### src/hdl/wisc_pkg.sv
`default_nettype none

package wisc_pkg;

    localparam int DATA_W = 16;

    localparam logic [4:0] OP_HALT  = 5'b00000;
    localparam logic [4:0] OP_NOP   = 5'b00001;
    localparam logic [4:0] OP_SIIC  = 5'b00010;
    localparam logic [4:0] OP_RTI   = 5'b00011;
    localparam logic [4:0] OP_J     = 5'b00100;
    localparam logic [4:0] OP_JR    = 5'b00101;
    localparam logic [4:0] OP_JAL   = 5'b00110;
    localparam logic [4:0] OP_JALR  = 5'b00111;
    localparam logic [4:0] OP_ADDI  = 5'b01000;
    localparam logic [4:0] OP_SUBI  = 5'b01001;
    localparam logic [4:0] OP_XORI  = 5'b01010;
    localparam logic [4:0] OP_ANDNI = 5'b01011;
    localparam logic [4:0] OP_BEQZ  = 5'b01100;
    localparam logic [4:0] OP_BNEZ  = 5'b01101;
    localparam logic [4:0] OP_BLTZ  = 5'b01110;
    localparam logic [4:0] OP_BGEZ  = 5'b01111;
    localparam logic [4:0] OP_ST    = 5'b10000;
    localparam logic [4:0] OP_LD    = 5'b10001;
    localparam logic [4:0] OP_SLBI  = 5'b10010;
    localparam logic [4:0] OP_STU   = 5'b10011;
    localparam logic [4:0] OP_ROLI  = 5'b10100;
    localparam logic [4:0] OP_SLLI  = 5'b10101;
    localparam logic [4:0] OP_RORI  = 5'b10110;
    localparam logic [4:0] OP_SRLI  = 5'b10111;
    localparam logic [4:0] OP_LBI   = 5'b11000;
    localparam logic [4:0] OP_BTR   = 5'b11001;
    localparam logic [4:0] OP_SHIFT = 5'b11010;   // ROL, SLL, ROR, SRL by func
    localparam logic [4:0] OP_ARITH = 5'b11011;   // ADD, SUB, XOR, ANDN by func
    localparam logic [4:0] OP_SEQ   = 5'b11100;
    localparam logic [4:0] OP_SLT   = 5'b11101;
    localparam logic [4:0] OP_SLE   = 5'b11110;
    localparam logic [4:0] OP_SCO   = 5'b11111;

    localparam logic [2:0] SRC_REG2  = 3'd0;
    localparam logic [2:0] SRC_SEXT5 = 3'd1;
    localparam logic [2:0] SRC_ZEXT5 = 3'd2;
    localparam logic [2:0] SRC_SEXT8 = 3'd3;
    localparam logic [2:0] SRC_ZEXT8 = 3'd4;
    localparam logic [2:0] SRC_ZERO  = 3'd5;
    localparam logic [2:0] SRC_NONE  = 3'd7;

    localparam logic [1:0] DST_42  = 2'd0;
    localparam logic [1:0] DST_75  = 2'd1;
    localparam logic [1:0] DST_108 = 2'd2;
    localparam logic [1:0] DST_R7  = 2'd3;

    localparam logic [3:0] ALU_ADD   = 4'd0;
    localparam logic [3:0] ALU_XOR   = 4'd1;
    localparam logic [3:0] ALU_ANDN  = 4'd2;
    localparam logic [3:0] ALU_ROL   = 4'd3;
    localparam logic [3:0] ALU_SLL   = 4'd4;
    localparam logic [3:0] ALU_ROR   = 4'd5;
    localparam logic [3:0] ALU_SRL   = 4'd6;
    localparam logic [3:0] ALU_SEQ   = 4'd7;
    localparam logic [3:0] ALU_SLT   = 4'd8;
    localparam logic [3:0] ALU_SLE   = 4'd9;
    localparam logic [3:0] ALU_SCO   = 4'd10;
    localparam logic [3:0] ALU_BTR   = 4'd11;
    localparam logic [3:0] ALU_PASSB = 4'd12;
    localparam logic [3:0] ALU_SLBI  = 4'd13;

    typedef union packed {
        struct packed {
            logic [4:0] opcode;
            logic [2:0] rs;
            logic [2:0] rt;
            logic [2:0] rd;
            logic [1:0] func;
        } r_fmt;
        struct packed {
            logic [4:0] opcode;
            logic [2:0] rs;
            logic [2:0] rd;
            logic [4:0] imm5;
        } i1_fmt;
        struct packed {
            logic [4:0] opcode;
            logic [2:0] rs;
            logic [7:0] imm8;
        } i2_fmt;
    } instr_t;

endpackage

`default_nettype wire

### src/hdl/ctrl_if.sv
`timescale 1ns/1ps
`default_nettype none

interface ctrl_if;
    logic [2:0] alu_src;
    logic [1:0] reg_dst;
    logic [3:0] alu_op;
    logic       inv_a;
    logic       inv_b;
    logic       cin;
    logic       reg_write;
    logic       mem_write;
    logic       mem_to_reg;
    logic       halt;
    logic       err;

    modport dec (output alu_src, reg_dst, alu_op, inv_a, inv_b, cin,
                 reg_write, mem_write, mem_to_reg, halt, err);
    modport dp  (input  alu_src, reg_dst, alu_op, inv_a, inv_b, cin,
                 reg_write, mem_write, mem_to_reg, halt, err);
endinterface

`default_nettype wire

### src/hdl/master_ctrl.sv
`timescale 1ns/1ps
`default_nettype none

module master_ctrl (
    input  wire logic [4:0] opcode,
    input  wire logic [1:0] func,
    ctrl_if.dec             ctrl
);

    logic       r_grp;
    logic [1:0] var_sel;

    assign r_grp   = (opcode[4:1] == 4'b1101);     // SHIFT and ARITH register forms
    assign var_sel = r_grp ? func : opcode[1:0];   // Immediate forms carry variant in opcode

    always_comb begin
        ctrl.alu_src    = wisc_pkg::SRC_NONE;
        ctrl.reg_dst    = wisc_pkg::DST_75;
        ctrl.alu_op     = wisc_pkg::ALU_ADD;
        ctrl.inv_a      = 1'b0;
        ctrl.inv_b      = 1'b0;
        ctrl.cin        = 1'b0;
        ctrl.reg_write  = 1'b0;
        ctrl.mem_write  = 1'b0;
        ctrl.mem_to_reg = 1'b0;
        ctrl.halt       = 1'b0;
        ctrl.err        = 1'b0;
        case (opcode)
            wisc_pkg::OP_HALT: ctrl.halt = 1'b1;
            wisc_pkg::OP_NOP, wisc_pkg::OP_SIIC, wisc_pkg::OP_RTI, wisc_pkg::OP_J,
            wisc_pkg::OP_JR, wisc_pkg::OP_JAL, wisc_pkg::OP_JALR:
                ctrl.reg_dst = wisc_pkg::DST_R7;   // No link value, so no write
            wisc_pkg::OP_BEQZ, wisc_pkg::OP_BNEZ, wisc_pkg::OP_BLTZ, wisc_pkg::OP_BGEZ:
                ctrl.alu_src = wisc_pkg::SRC_ZERO;
            wisc_pkg::OP_ADDI, wisc_pkg::OP_SUBI, wisc_pkg::OP_XORI, wisc_pkg::OP_ANDNI,
            wisc_pkg::OP_ARITH: begin
                ctrl.reg_write = 1'b1;
                ctrl.reg_dst   = r_grp ? wisc_pkg::DST_42 : wisc_pkg::DST_75;
                if (r_grp)
                    ctrl.alu_src = wisc_pkg::SRC_REG2;
                else
                    ctrl.alu_src = var_sel[1] ? wisc_pkg::SRC_ZEXT5 : wisc_pkg::SRC_SEXT5;
                case (var_sel)
                    2'b00: ctrl.alu_op = wisc_pkg::ALU_ADD;
                    2'b01: begin
                        ctrl.alu_op = wisc_pkg::ALU_ADD;
                        ctrl.inv_a  = 1'b1;             // B minus A
                        ctrl.cin    = 1'b1;
                    end
                    2'b10: ctrl.alu_op = wisc_pkg::ALU_XOR;
                    default: begin
                        ctrl.alu_op = wisc_pkg::ALU_ANDN;
                        ctrl.inv_b  = 1'b1;
                    end
                endcase
            end
            wisc_pkg::OP_ROLI, wisc_pkg::OP_SLLI, wisc_pkg::OP_RORI, wisc_pkg::OP_SRLI,
            wisc_pkg::OP_SHIFT: begin
                ctrl.reg_write = 1'b1;
                ctrl.reg_dst   = r_grp ? wisc_pkg::DST_42 : wisc_pkg::DST_75;
                ctrl.alu_src   = r_grp ? wisc_pkg::SRC_REG2 : wisc_pkg::SRC_ZEXT5;
                case (var_sel)
                    2'b00:   ctrl.alu_op = wisc_pkg::ALU_ROL;
                    2'b01:   ctrl.alu_op = wisc_pkg::ALU_SLL;
                    2'b10:   ctrl.alu_op = wisc_pkg::ALU_ROR;
                    default: ctrl.alu_op = wisc_pkg::ALU_SRL;
                endcase
            end
            wisc_pkg::OP_ST, wisc_pkg::OP_LD, wisc_pkg::OP_STU: begin
                ctrl.alu_src    = wisc_pkg::SRC_SEXT5;   // Rs plus offset
                ctrl.mem_write  = (opcode != wisc_pkg::OP_LD);
                ctrl.reg_write  = (opcode != wisc_pkg::OP_ST);
                ctrl.mem_to_reg = (opcode == wisc_pkg::OP_LD);
                ctrl.reg_dst    = (opcode == wisc_pkg::OP_STU) ? wisc_pkg::DST_108
                                                               : wisc_pkg::DST_75;
            end
            wisc_pkg::OP_BTR: begin
                ctrl.reg_write = 1'b1;
                ctrl.reg_dst   = wisc_pkg::DST_42;
                ctrl.alu_op    = wisc_pkg::ALU_BTR;
            end
            wisc_pkg::OP_SEQ, wisc_pkg::OP_SLT, wisc_pkg::OP_SLE, wisc_pkg::OP_SCO: begin
                ctrl.reg_write = 1'b1;
                ctrl.reg_dst   = wisc_pkg::DST_42;
                ctrl.alu_src   = wisc_pkg::SRC_REG2;
                ctrl.inv_b     = (opcode != wisc_pkg::OP_SCO);   // Rs minus Rt
                ctrl.cin       = (opcode != wisc_pkg::OP_SCO);
                case (opcode[1:0])
                    2'b00:   ctrl.alu_op = wisc_pkg::ALU_SEQ;
                    2'b01:   ctrl.alu_op = wisc_pkg::ALU_SLT;
                    2'b10:   ctrl.alu_op = wisc_pkg::ALU_SLE;
                    default: ctrl.alu_op = wisc_pkg::ALU_SCO;
                endcase
            end
            wisc_pkg::OP_LBI, wisc_pkg::OP_SLBI: begin
                ctrl.reg_write = 1'b1;
                ctrl.reg_dst   = wisc_pkg::DST_108;
                ctrl.alu_src   = (opcode == wisc_pkg::OP_LBI) ? wisc_pkg::SRC_SEXT8
                                                              : wisc_pkg::SRC_ZEXT8;
                ctrl.alu_op    = (opcode == wisc_pkg::OP_LBI) ? wisc_pkg::ALU_PASSB
                                                              : wisc_pkg::ALU_SLBI;
            end
            default: ctrl.err = 1'b1;
        endcase
    end

endmodule

`default_nettype wire

### src/flat_wrapper.sv
// flat-port wrapper written by rule: the top's interface ports become plain ports
module master_ctrl_flat 
  (opcode, func, ctrl_alu_src, ctrl_reg_dst, ctrl_alu_op, ctrl_inv_a, ctrl_inv_b, ctrl_cin, ctrl_reg_write, ctrl_mem_write, ctrl_mem_to_reg, ctrl_halt, ctrl_err);
  ctrl_if ctrl_i ();
  input  wire logic [4:0] opcode;
  input  wire logic [1:0] func;
  output wire logic [$bits(ctrl_i.alu_src)-1:0] ctrl_alu_src;
  output wire logic [$bits(ctrl_i.reg_dst)-1:0] ctrl_reg_dst;
  output wire logic [$bits(ctrl_i.alu_op)-1:0] ctrl_alu_op;
  output wire logic [$bits(ctrl_i.inv_a)-1:0] ctrl_inv_a;
  output wire logic [$bits(ctrl_i.inv_b)-1:0] ctrl_inv_b;
  output wire logic [$bits(ctrl_i.cin)-1:0] ctrl_cin;
  output wire logic [$bits(ctrl_i.reg_write)-1:0] ctrl_reg_write;
  output wire logic [$bits(ctrl_i.mem_write)-1:0] ctrl_mem_write;
  output wire logic [$bits(ctrl_i.mem_to_reg)-1:0] ctrl_mem_to_reg;
  output wire logic [$bits(ctrl_i.halt)-1:0] ctrl_halt;
  output wire logic [$bits(ctrl_i.err)-1:0] ctrl_err;
  assign ctrl_alu_src = ctrl_i.alu_src;
  assign ctrl_reg_dst = ctrl_i.reg_dst;
  assign ctrl_alu_op = ctrl_i.alu_op;
  assign ctrl_inv_a = ctrl_i.inv_a;
  assign ctrl_inv_b = ctrl_i.inv_b;
  assign ctrl_cin = ctrl_i.cin;
  assign ctrl_reg_write = ctrl_i.reg_write;
  assign ctrl_mem_write = ctrl_i.mem_write;
  assign ctrl_mem_to_reg = ctrl_i.mem_to_reg;
  assign ctrl_halt = ctrl_i.halt;
  assign ctrl_err = ctrl_i.err;
  master_ctrl u_core (.opcode(opcode), .func(func), .ctrl(ctrl_i));
endmodule
### config.mk
export PLATFORM = sky130hd
export DESIGN_NAME = master_ctrl_flat
export DESIGN_NICKNAME = d
export VERILOG_FILES = /design/src/hdl/wisc_pkg.sv /design/src/hdl/ctrl_if.sv /design/src/hdl/master_ctrl.sv /design/src/flat_wrapper.sv
export SDC_FILE = /design/constraint.sdc
export NUM_CORES = 1
export LEC_CHECK = 0
export ABC_AREA = 1
export BUFFER_PORTS_ARGS = -buffer_cell sky130_fd_sc_hd__buf_2
export CAP_MARGIN = 10
export CELL_PAD_IN_SITES_DETAIL_PLACEMENT = 1
export CELL_PAD_IN_SITES_GLOBAL_PLACEMENT = 1
export CORE_MARGIN = 5
export CORE_UTILIZATION = 32
export DETAILED_ROUTE_END_ITERATION = 12
export GPL_ROUTABILITY_DRIVEN = 0
export GPL_TIMING_DRIVEN = 0
export PLACE_DENSITY_LB_ADDON = 0.1
export SYNTH_ARGS = -nofsm -noshare
export SYNTH_HDL_FRONTEND = slang
export SYNTH_SLANG_ARGS = --single-unit
### constraint.sdc
create_clock -name vclk -period 2
set_clock_uncertainty 0.2 [all_clocks]
set_input_delay 0.1 -clock vclk [all_inputs]
set_output_delay 0.1 -clock vclk [all_outputs]
set_load 0.01 [all_outputs]
==> results.cfg, run 1 <==
[status]
status = finished, final reports clean

[global_routing]
use_met2 = 0.271
antenna_found_initial = 0
grt_pass1_vias = 769
grtUsageMet3 = 0
grt_max_degree = 11
grt_pass1_wl_um = 3210
top_usage_layer = met2
overflow = 0
use_met1 = 0.193
grt_use_total = 0.147

[cts]
cts-hold-fix-buffers = 0

[worst_hold_path]
min-delay-path-class = input port to output pin
worstHoldStart = opcode[4]

[logic_synthesis]
synthDominantCellAreaShare = 0.269
syn_area_sq_um = 587
syn_inst = 117
syn-num-nets = 133
synth_area_leaders = nand2_1, ha_1, inv_1, nor2_1, nand3_1
synth_top_family_by_area = simple AND/OR/NAND/NOR gates
synth_common_cells = nand2_1, inv_1, nor2_1, ha_1, nand3_1
synth_compound_area_frac = 0.130
ys_warn_count = 0
syn_avg_cell_area_sq_um = 5.02
netlist-cell-type-count = 18
synth_most_common_cell = nand2_1
synth_area_leader_cell = nand2_1
ys_seq_area_frac = 0
synthMuxAreaShare = 0
yosys.area_share.xor_xnor = 0
synth_simple_gate_area_frac = 0.499
yosys.area_share.adder = 0.192

[floorplan]
coreArea_sq_um = 1730
die_area_sq_um = 2790
start_util = 0.340
ios = 24
die_w_um = 52.8
row_count = 15
fp.dieH_um = 52.8

[power_and_ir_drop]
power_leakage_nw = 0.517
finalPower_w = 0.000178
worst_ir_drop_vdd_mv = 0.0766
p_per_area_nw_per_um2 = 226

[route]
drt-pass1-iter-count = 4
drt_iter0_markers = 7
num_vias = 811
viasPerCell = 4.86
drc_errors = 0
drt-total-wl_um = 2060
antenna_left = 0
wl_per_cell_um = 12.3

[critical_path]
crit_start = opcode[0]
worstPathArrival_ns = 1.62
start_kind = input port
crit_buf_inv = 3
worstPathCellList = buf_2 > inv_1 > ha_1 > nor2_2 > nand2_2 > nand3_1 > or2_2 > nand4_1 > buf_2
crit_path_end_kind = output pin
worstSetupPathType = input port to output pin
cp_max_fo = 5
slowest_delay_ns = 0.32
path_common_cell = buf_2
crit_required_ns = 1.70
crit_family = simple AND/OR/NAND/NOR gates
crit_slowest_cell = ha_1

[timing]
rsz0062_at_grt = true
setup_viol = 0
setup_slack_ns = 0.0794
hold_viol_final = 0
slew_violations = 0
fin_crit_ns = 1.92
clock.fmax_mhz = 521
fin_crit_sh = 0.960

[cells_and_area]
layout-drive-gt1-share = 0.296
nClkBuffers = 0
finish.net_count = 160
num_antenna_cells = 0
fillers = 277
syn2layout_area_growth_pct = 34.1
seq_cells = 0
final_core_util = 0.456
seq_area_sq_um = 0

[placement]
port_buffers = 23
dp_slack_ns = -0.0798
dpl.hpwl_um = 1640

[job]
drv_cap = 0
[report_power, final]
part / switching (W) / internal [W]
sequential: 0 / 0
combinational: 0.000111 / 0.0000662
clock: 0 / 0
[layer usage]
| layer | share of wire | wire (um) |
|---|---|---|
| met1 | 0.45 | 937 |
| met2 | 0.52 | 1070 |
| met3 | 0.017 | 36 |
| met4 | 0.0068 | 14 |
| met5 | 0 | 0 |
[final cells by class]
class                      count  area (sq um)  share of cell area
multi-input combinational     92           524               0.666
timing repair buffer          25           130               0.165
buffer                         2          15.0              0.0191
tap                           25          31.3              0.0397
inverter                      23          86.3               0.110
[cells by family after synthesis]
group / count (synthesis)
buffers and inverters: 25
AND/OR/NAND/NOR: 69
other: 1
adder cells (fa/ha/maj): 9
AO/OA/AOI/OAI: 13
[worst min-delay path: cells and delay by family]
kind | cells | cell delay [ns]
buffers and inverters | 2 | 0.26
AND/OR/NAND/NOR | 2 | 0.20
[stage by stage]
step | instance area (sq um) | hold WS (ns) | TNS, ns | std cells
6_report | 787 | 0.460 | 0 | 167
5_1_grt | 787 | 0.496 | -0.0764 | 167
4_1_cts | 747 | 0.461 | 0 | 166
3_5_place_dp | 733 | 0.455 | -0.0798 | 165
3_3_place_gp | 733 | 0.441 | -0.0377 | 165
2_1_floorplan | 587 | 0.156 | 0 | 117
[path summary, 6_finish.rpt]
| check | depth (start not counted) | end | slack, ns |
|---|---|---|---|
| min | 4 | ctrl_mem_to_reg | 0.46 |
| max | 9 | ctrl_alu_op[0] | 0.08 |
[cells in the final DEF (no fill, tap or decap), drive strengths merged]
master,instances
nand2,42
buf,27
inv,23
nor2,14
ha,9
nand3,7
o21ai,6
nand4,3
a21oi,3
o211ai,2
a31oi,2
nand3b,1
or2,1
nor3,1
conb,1
[timing repair]
action | 4_1_cts | 5_1_grt
setup buffers | 1 | 1
pin swaps | 1 | 2
setup endpoints to repair | 1 | 8
gates resized for setup | 3 | 10
Note: power is estimated with default switching activity, not from simulation.
==> run 2, diff against run 1 <==
--- a/config.mk
+++ b/config.mk
@@ -16,6 +16,7 @@
 export GPL_ROUTABILITY_DRIVEN = 0
 export GPL_TIMING_DRIVEN = 0
 export PLACE_DENSITY_LB_ADDON = 0.1
+export RECOVER_POWER = 100
 export SYNTH_ARGS = -nofsm -noshare
 export SYNTH_HDL_FRONTEND = slang
 export SYNTH_SLANG_ARGS = --single-unit
==> results.cfg, run 2 (synthesis gave the netlist of run 1 again) <==
[route]
drc_errors = 0
num_vias = 811
drt-pass1-iter-count = 4
antenna_left = 0
drt_iter0_markers = 7
wl_per_cell_um = 12.4
drt-total-wl_um = 2060
viasPerCell = 4.86

[critical_path]
crit_path_end_kind = output pin
worstSetupPathType = input port to output pin
path_common_cell = buf_2
slowest_delay_ns = 0.32
crit_start = opcode[0]
cp_max_fo = 5
worstPathArrival_ns = 1.62
crit_slowest_cell = ha_1
crit_family = simple AND/OR/NAND/NOR gates
crit_buf_inv = 3
start_kind = input port
crit_required_ns = 1.70
worstPathCellList = buf_2 > inv_1 > ha_1 > nor2_2 > nand2_2 > nand3_1 > or2_2 > nand4_1 > buf_2

[floorplan]
die_w_um = 52.8
coreArea_sq_um = 1730
ios = 24
fp.dieH_um = 52.8
row_count = 15
die_area_sq_um = 2790
start_util = 0.340

[global_routing]
grt_pass1_vias = 769
antenna_found_initial = 0
use_met1 = 0.193
top_usage_layer = met2
use_met2 = 0.271
grt_use_total = 0.147
grtUsageMet3 = 0
grt_pass1_wl_um = 3210
overflow = 0
grt_max_degree = 11

[cells_and_area]
seq_area_sq_um = 0
num_antenna_cells = 0
syn2layout_area_growth_pct = 33.9
seq_cells = 0
layout-drive-gt1-share = 0.289
final_cell_mix = nand2_1, inv_1, buf_2
finish.net_count = 160
fillers = 275
nClkBuffers = 0
layout_commonest_cell = nand2_1

[timing]
tns_ns = 0
slew_violations = 0
setup_slack_ns = 0.0794
setup_viol = 0
fin_crit_sh = 0.960
fin_crit_ns = 1.92
hold_viol_final = 0
clock.fmax_mhz = 521
rsz0062_at_grt = true

[placement]
dpl.hpwl_um = 1640
port_buffers = 23
dp_slack_ns = -0.0798

[power_and_ir_drop]
power_leakage_nw = 0.512
worst_ir_drop_vdd_mv = 0.0766
p_per_area_nw_per_um2 = 226

[status]
status = finished, final reports clean

[job]
drv_cap = 0

[cts]
cts-hold-fix-buffers = 0

[worst_hold_path]
worstHoldStart = opcode[4]
min-delay-path-class = input port to output pin
run 2: area by class of cell:
cell class / instances / area (sq um) / share of cell area
buffer: 2 / 15.0 / 0.0191
timing repair buffer: 25 / 129 / 0.164
tap: 25 / 31.3 / 0.0398
multi-input combinational: 92 / 524 / 0.667
inverter: 23 / 86.3 / 0.110
run 2: metrics by stage:
step,std cells,utilization,cell area (sq um),total power (W),hold WS [ns]
floorplan,117,-,587,0.000104,0.156
CTS,166,0.433,747,0.000167,0.461
detailed placement,165,0.425,733,0.000163,0.455
global route,167,0.455,786,0.000201,0.488
finish,167,0.455,786,0.000178,0.452
global placement,165,0.425,733,0.000160,0.441
run 2: final timing paths:
check | cells after the start | endpoint | slack, ns
max | 9 | ctrl_alu_op[0] | 0.08
min | 4 | ctrl_mem_to_reg | 0.45
run 2: per-layer routing:
| metal | up-vias | wire length, um |
|---|---|---|
| met5 | - | 0 |
| met4 | 0 | 14 |
| met1 | 380 | 938 |
| met2 | 15 | 1070 |
| met3 | 2 | 37 |
| li1 | 414 | - |
run 2: what timing repair did:
action / 4_1_cts / 5_1_grt
resized for setup: 3 / 10
endpoints found under the setup margin: 1 / 8
pin swaps: 1 / 2
buffers inserted: 1 / 1
run 2: where the power goes:
part	internal [W]	switching (W)
logic	0.0000661	0.000111
registers	0	0
clock network	0	0
==> run 3, diff against run 2 <==
--- a/config.mk
+++ b/config.mk
@@ -5,13 +5,12 @@
 export SDC_FILE = /design/constraint.sdc
 export NUM_CORES = 1
 export LEC_CHECK = 0
-export ABC_AREA = 1
 export BUFFER_PORTS_ARGS = -buffer_cell sky130_fd_sc_hd__buf_2
 export CAP_MARGIN = 10
 export CELL_PAD_IN_SITES_DETAIL_PLACEMENT = 1
 export CELL_PAD_IN_SITES_GLOBAL_PLACEMENT = 1
 export CORE_MARGIN = 5
-export CORE_UTILIZATION = 32
+export CORE_UTILIZATION = 37
 export DETAILED_ROUTE_END_ITERATION = 12
 export GPL_ROUTABILITY_DRIVEN = 0
 export GPL_TIMING_DRIVEN = 0
==> results.cfg, run 3 <==
[timing]
hold_viol_final = 0
rsz0062_at_grt = true
relSlewSlack = 0.602
tns_ns = -0.347
worstMarginPinSlew_ns = 0.597
fin_crit_sh = 1.05
setup_viol = 6
slew_violations = 0
fin_crit_ns = 2.09
setup_slack_ns = -0.0917
fin_hold_ws_ns = 0.402
clock.fmax_mhz = 478

[placement]
port_buffers = 22
dpl.hpwl_um = 1990

[cells_and_area]
nClkBuffers = 0
num_antenna_cells = 0
final_core_util = 0.645
syn2layout_area_growth_pct = 67.8
fillers = 242
final_cell_mix = buf_4, buf_2, nor2_1
seq_cells = 0
layout-drive-gt1-share = 0.510
seq_area_sq_um = 0
finish.net_count = 167

[critical_path]
crit_family = simple AND/OR/NAND/NOR gates
start_kind = input port
crit_path_end_kind = output pin
worstPathArrival_ns = 1.79
worstPathCellList = buf_12 > ha_4 > or4_4 > and3_4 > o21a_1 > a311o_1 > buf_2
crit_required_ns = 1.70
slowest_delay_ns = 0.60
crit_buf_inv = 2
worstSetupPathType = input port to output pin
crit_slowest_cell = or4_4
cp_max_fo = 5

[logic_synthesis]
syn_avg_cell_area_sq_um = 6.71
synth_area_leader_cell = ha_1
ys_warn_count = 0
netlist-cell-type-count = 44
synth_most_common_cell = nor2_1
syn-num-nets = 126
synthDominantCellAreaShare = 0.153
synth_common_cells = nor2_1, ha_1, nand2_1
syn_area_sq_um = 738
synth_area_leaders = ha_1, nor2_1, o21ai_0, a22oi_1, nand2_1
syn_inst = 110
ys_seq_area_frac = 0

[worst_hold_path]
holdPathEnd = ctrl_inv_b
worstHoldPathCells = 4
worstHoldStart = opcode[3]
min-delay-path-class = input port to output pin

[cts]
cts-hold-fix-buffers = 0

[global_routing]
grt_use_total = 0.248
grt_pass1_wl_um = 5510
grt_pass1_vias = 1081
antenna_found_initial = 0
overflow = 0
grt_max_degree = 11

[route]
drc_errors = 0
antenna_left = 0
num_vias = 1074
viasPerCell = 6.10
drt-pass1-iter-count = 4
drt-total-wl_um = 3660
drt_iter0_markers = 17
wl_per_cell_um = 20.8

[floorplan]
row_count = 16
fp.dieH_um = 54.7
start_util = 0.384
ios = 24
die_area_sq_um = 2990
coreArea_sq_um = 1920
die_w_um = 54.7

[job]
drv_cap = 0

[power_and_ir_drop]
p_int_w = 0.000143
p_sw_w = 0.000173
worst_ir_drop_vdd_mv = 0.147
power_leakage_nw = 0.545
pwr-share-clk = 0
p_sw_frac = 0.547
p_per_area_nw_per_um2 = 255
p_comb_frac = 1.000
finalPower_w = 0.000316
p_seq_frac = 0

[status]
status = complete, but fails checks
violations = negative setup slack
run 3: repair_timing:
action	CTS	global route
endpoints found under the setup margin	11	9
setup buffers	18	2
gates resized for setup	37	20
pin swaps	14	7
run 3: power by group through the flow:
stage | registers, W | logic [W] | clock network, W
4_1_cts | 0 | 0.000277 | 0
2_1_floorplan | 0 | 0.000153 | 0
6_report | 0 | 0.000316 | 0
3_5_place_dp | 0 | 0.000222 | 0
5_1_grt | 0 | 0.000338 | 0
3_3_place_gp | 0 | 0.000216 | 0
run 3: logic make-up (layout without fill, tap and decap cells):
logic type | after synthesis | in the layout | synth area share
fa+ha+maj | 9 | 9 | 0.153
other cells | 1 | 1 | 0.00508
mux | 2 | 2 | 0.0288
simple gates | 39 | 39 | 0.288
compound gates | 39 | 39 | 0.395
buf+inv | 20 | 59 | 0.131
run 3: stage by stage:
step	setup WS, ns	std cells	instance area (sq um)
5_1_grt	-0.135	176	1240
3_5_place_dp	-0.481	159	922
6_report	-0.0917	176	1240
2_1_floorplan	0.00648	110	778
4_1_cts	-0.0983	174	1160
3_3_place_gp	-0.431	159	922
run 3: cell type report:
cell class / count / area [sq um] / share of cell area
plain buffers: 10 / 78.8 / 0.0636
inverters: 7 / 38.8 / 0.0313
repair buffers: 42 / 298 / 0.240
multi-input cells: 90 / 790 / 0.637
well taps: 27 / 33.8 / 0.0273
run 3: tightest hold or removal path: cells and delay by family:
kind,cells,cell delay [ns]
buffers and inverters,2,0.25
AOI/OAI and AO/OA,2,0.15
run 3: worst max-delay path by stage:
| stage | from | endpoint | slack [ns] | cells past startpoint |
|---|---|---|---|---|
| 6_report | opcode[1] | ctrl_reg_dst[0] | -0.09 | 7 |
| 5_1_grt | opcode[0] | ctrl_reg_dst[0] | -0.14 | 9 |
| 4_1_cts | opcode[1] | ctrl_alu_src[2] | -0.1 | 8 |
| 3_5_place_dp | opcode[4] | ctrl_alu_op[1] | -0.48 | 11 |
| 3_3_place_gp | opcode[1] | ctrl_reg_dst[0] | -0.43 | 9 |
| 2_1_floorplan | opcode[1] | ctrl_reg_dst[0] | 0.006 | 8 |
run 3: per-layer routing:
layer	part of all wire	track usage
met1	0.43	0.327
met2	0.49	0.431
met3	0.045	0.0163
met4	0.031	0.0581
met5	0	0
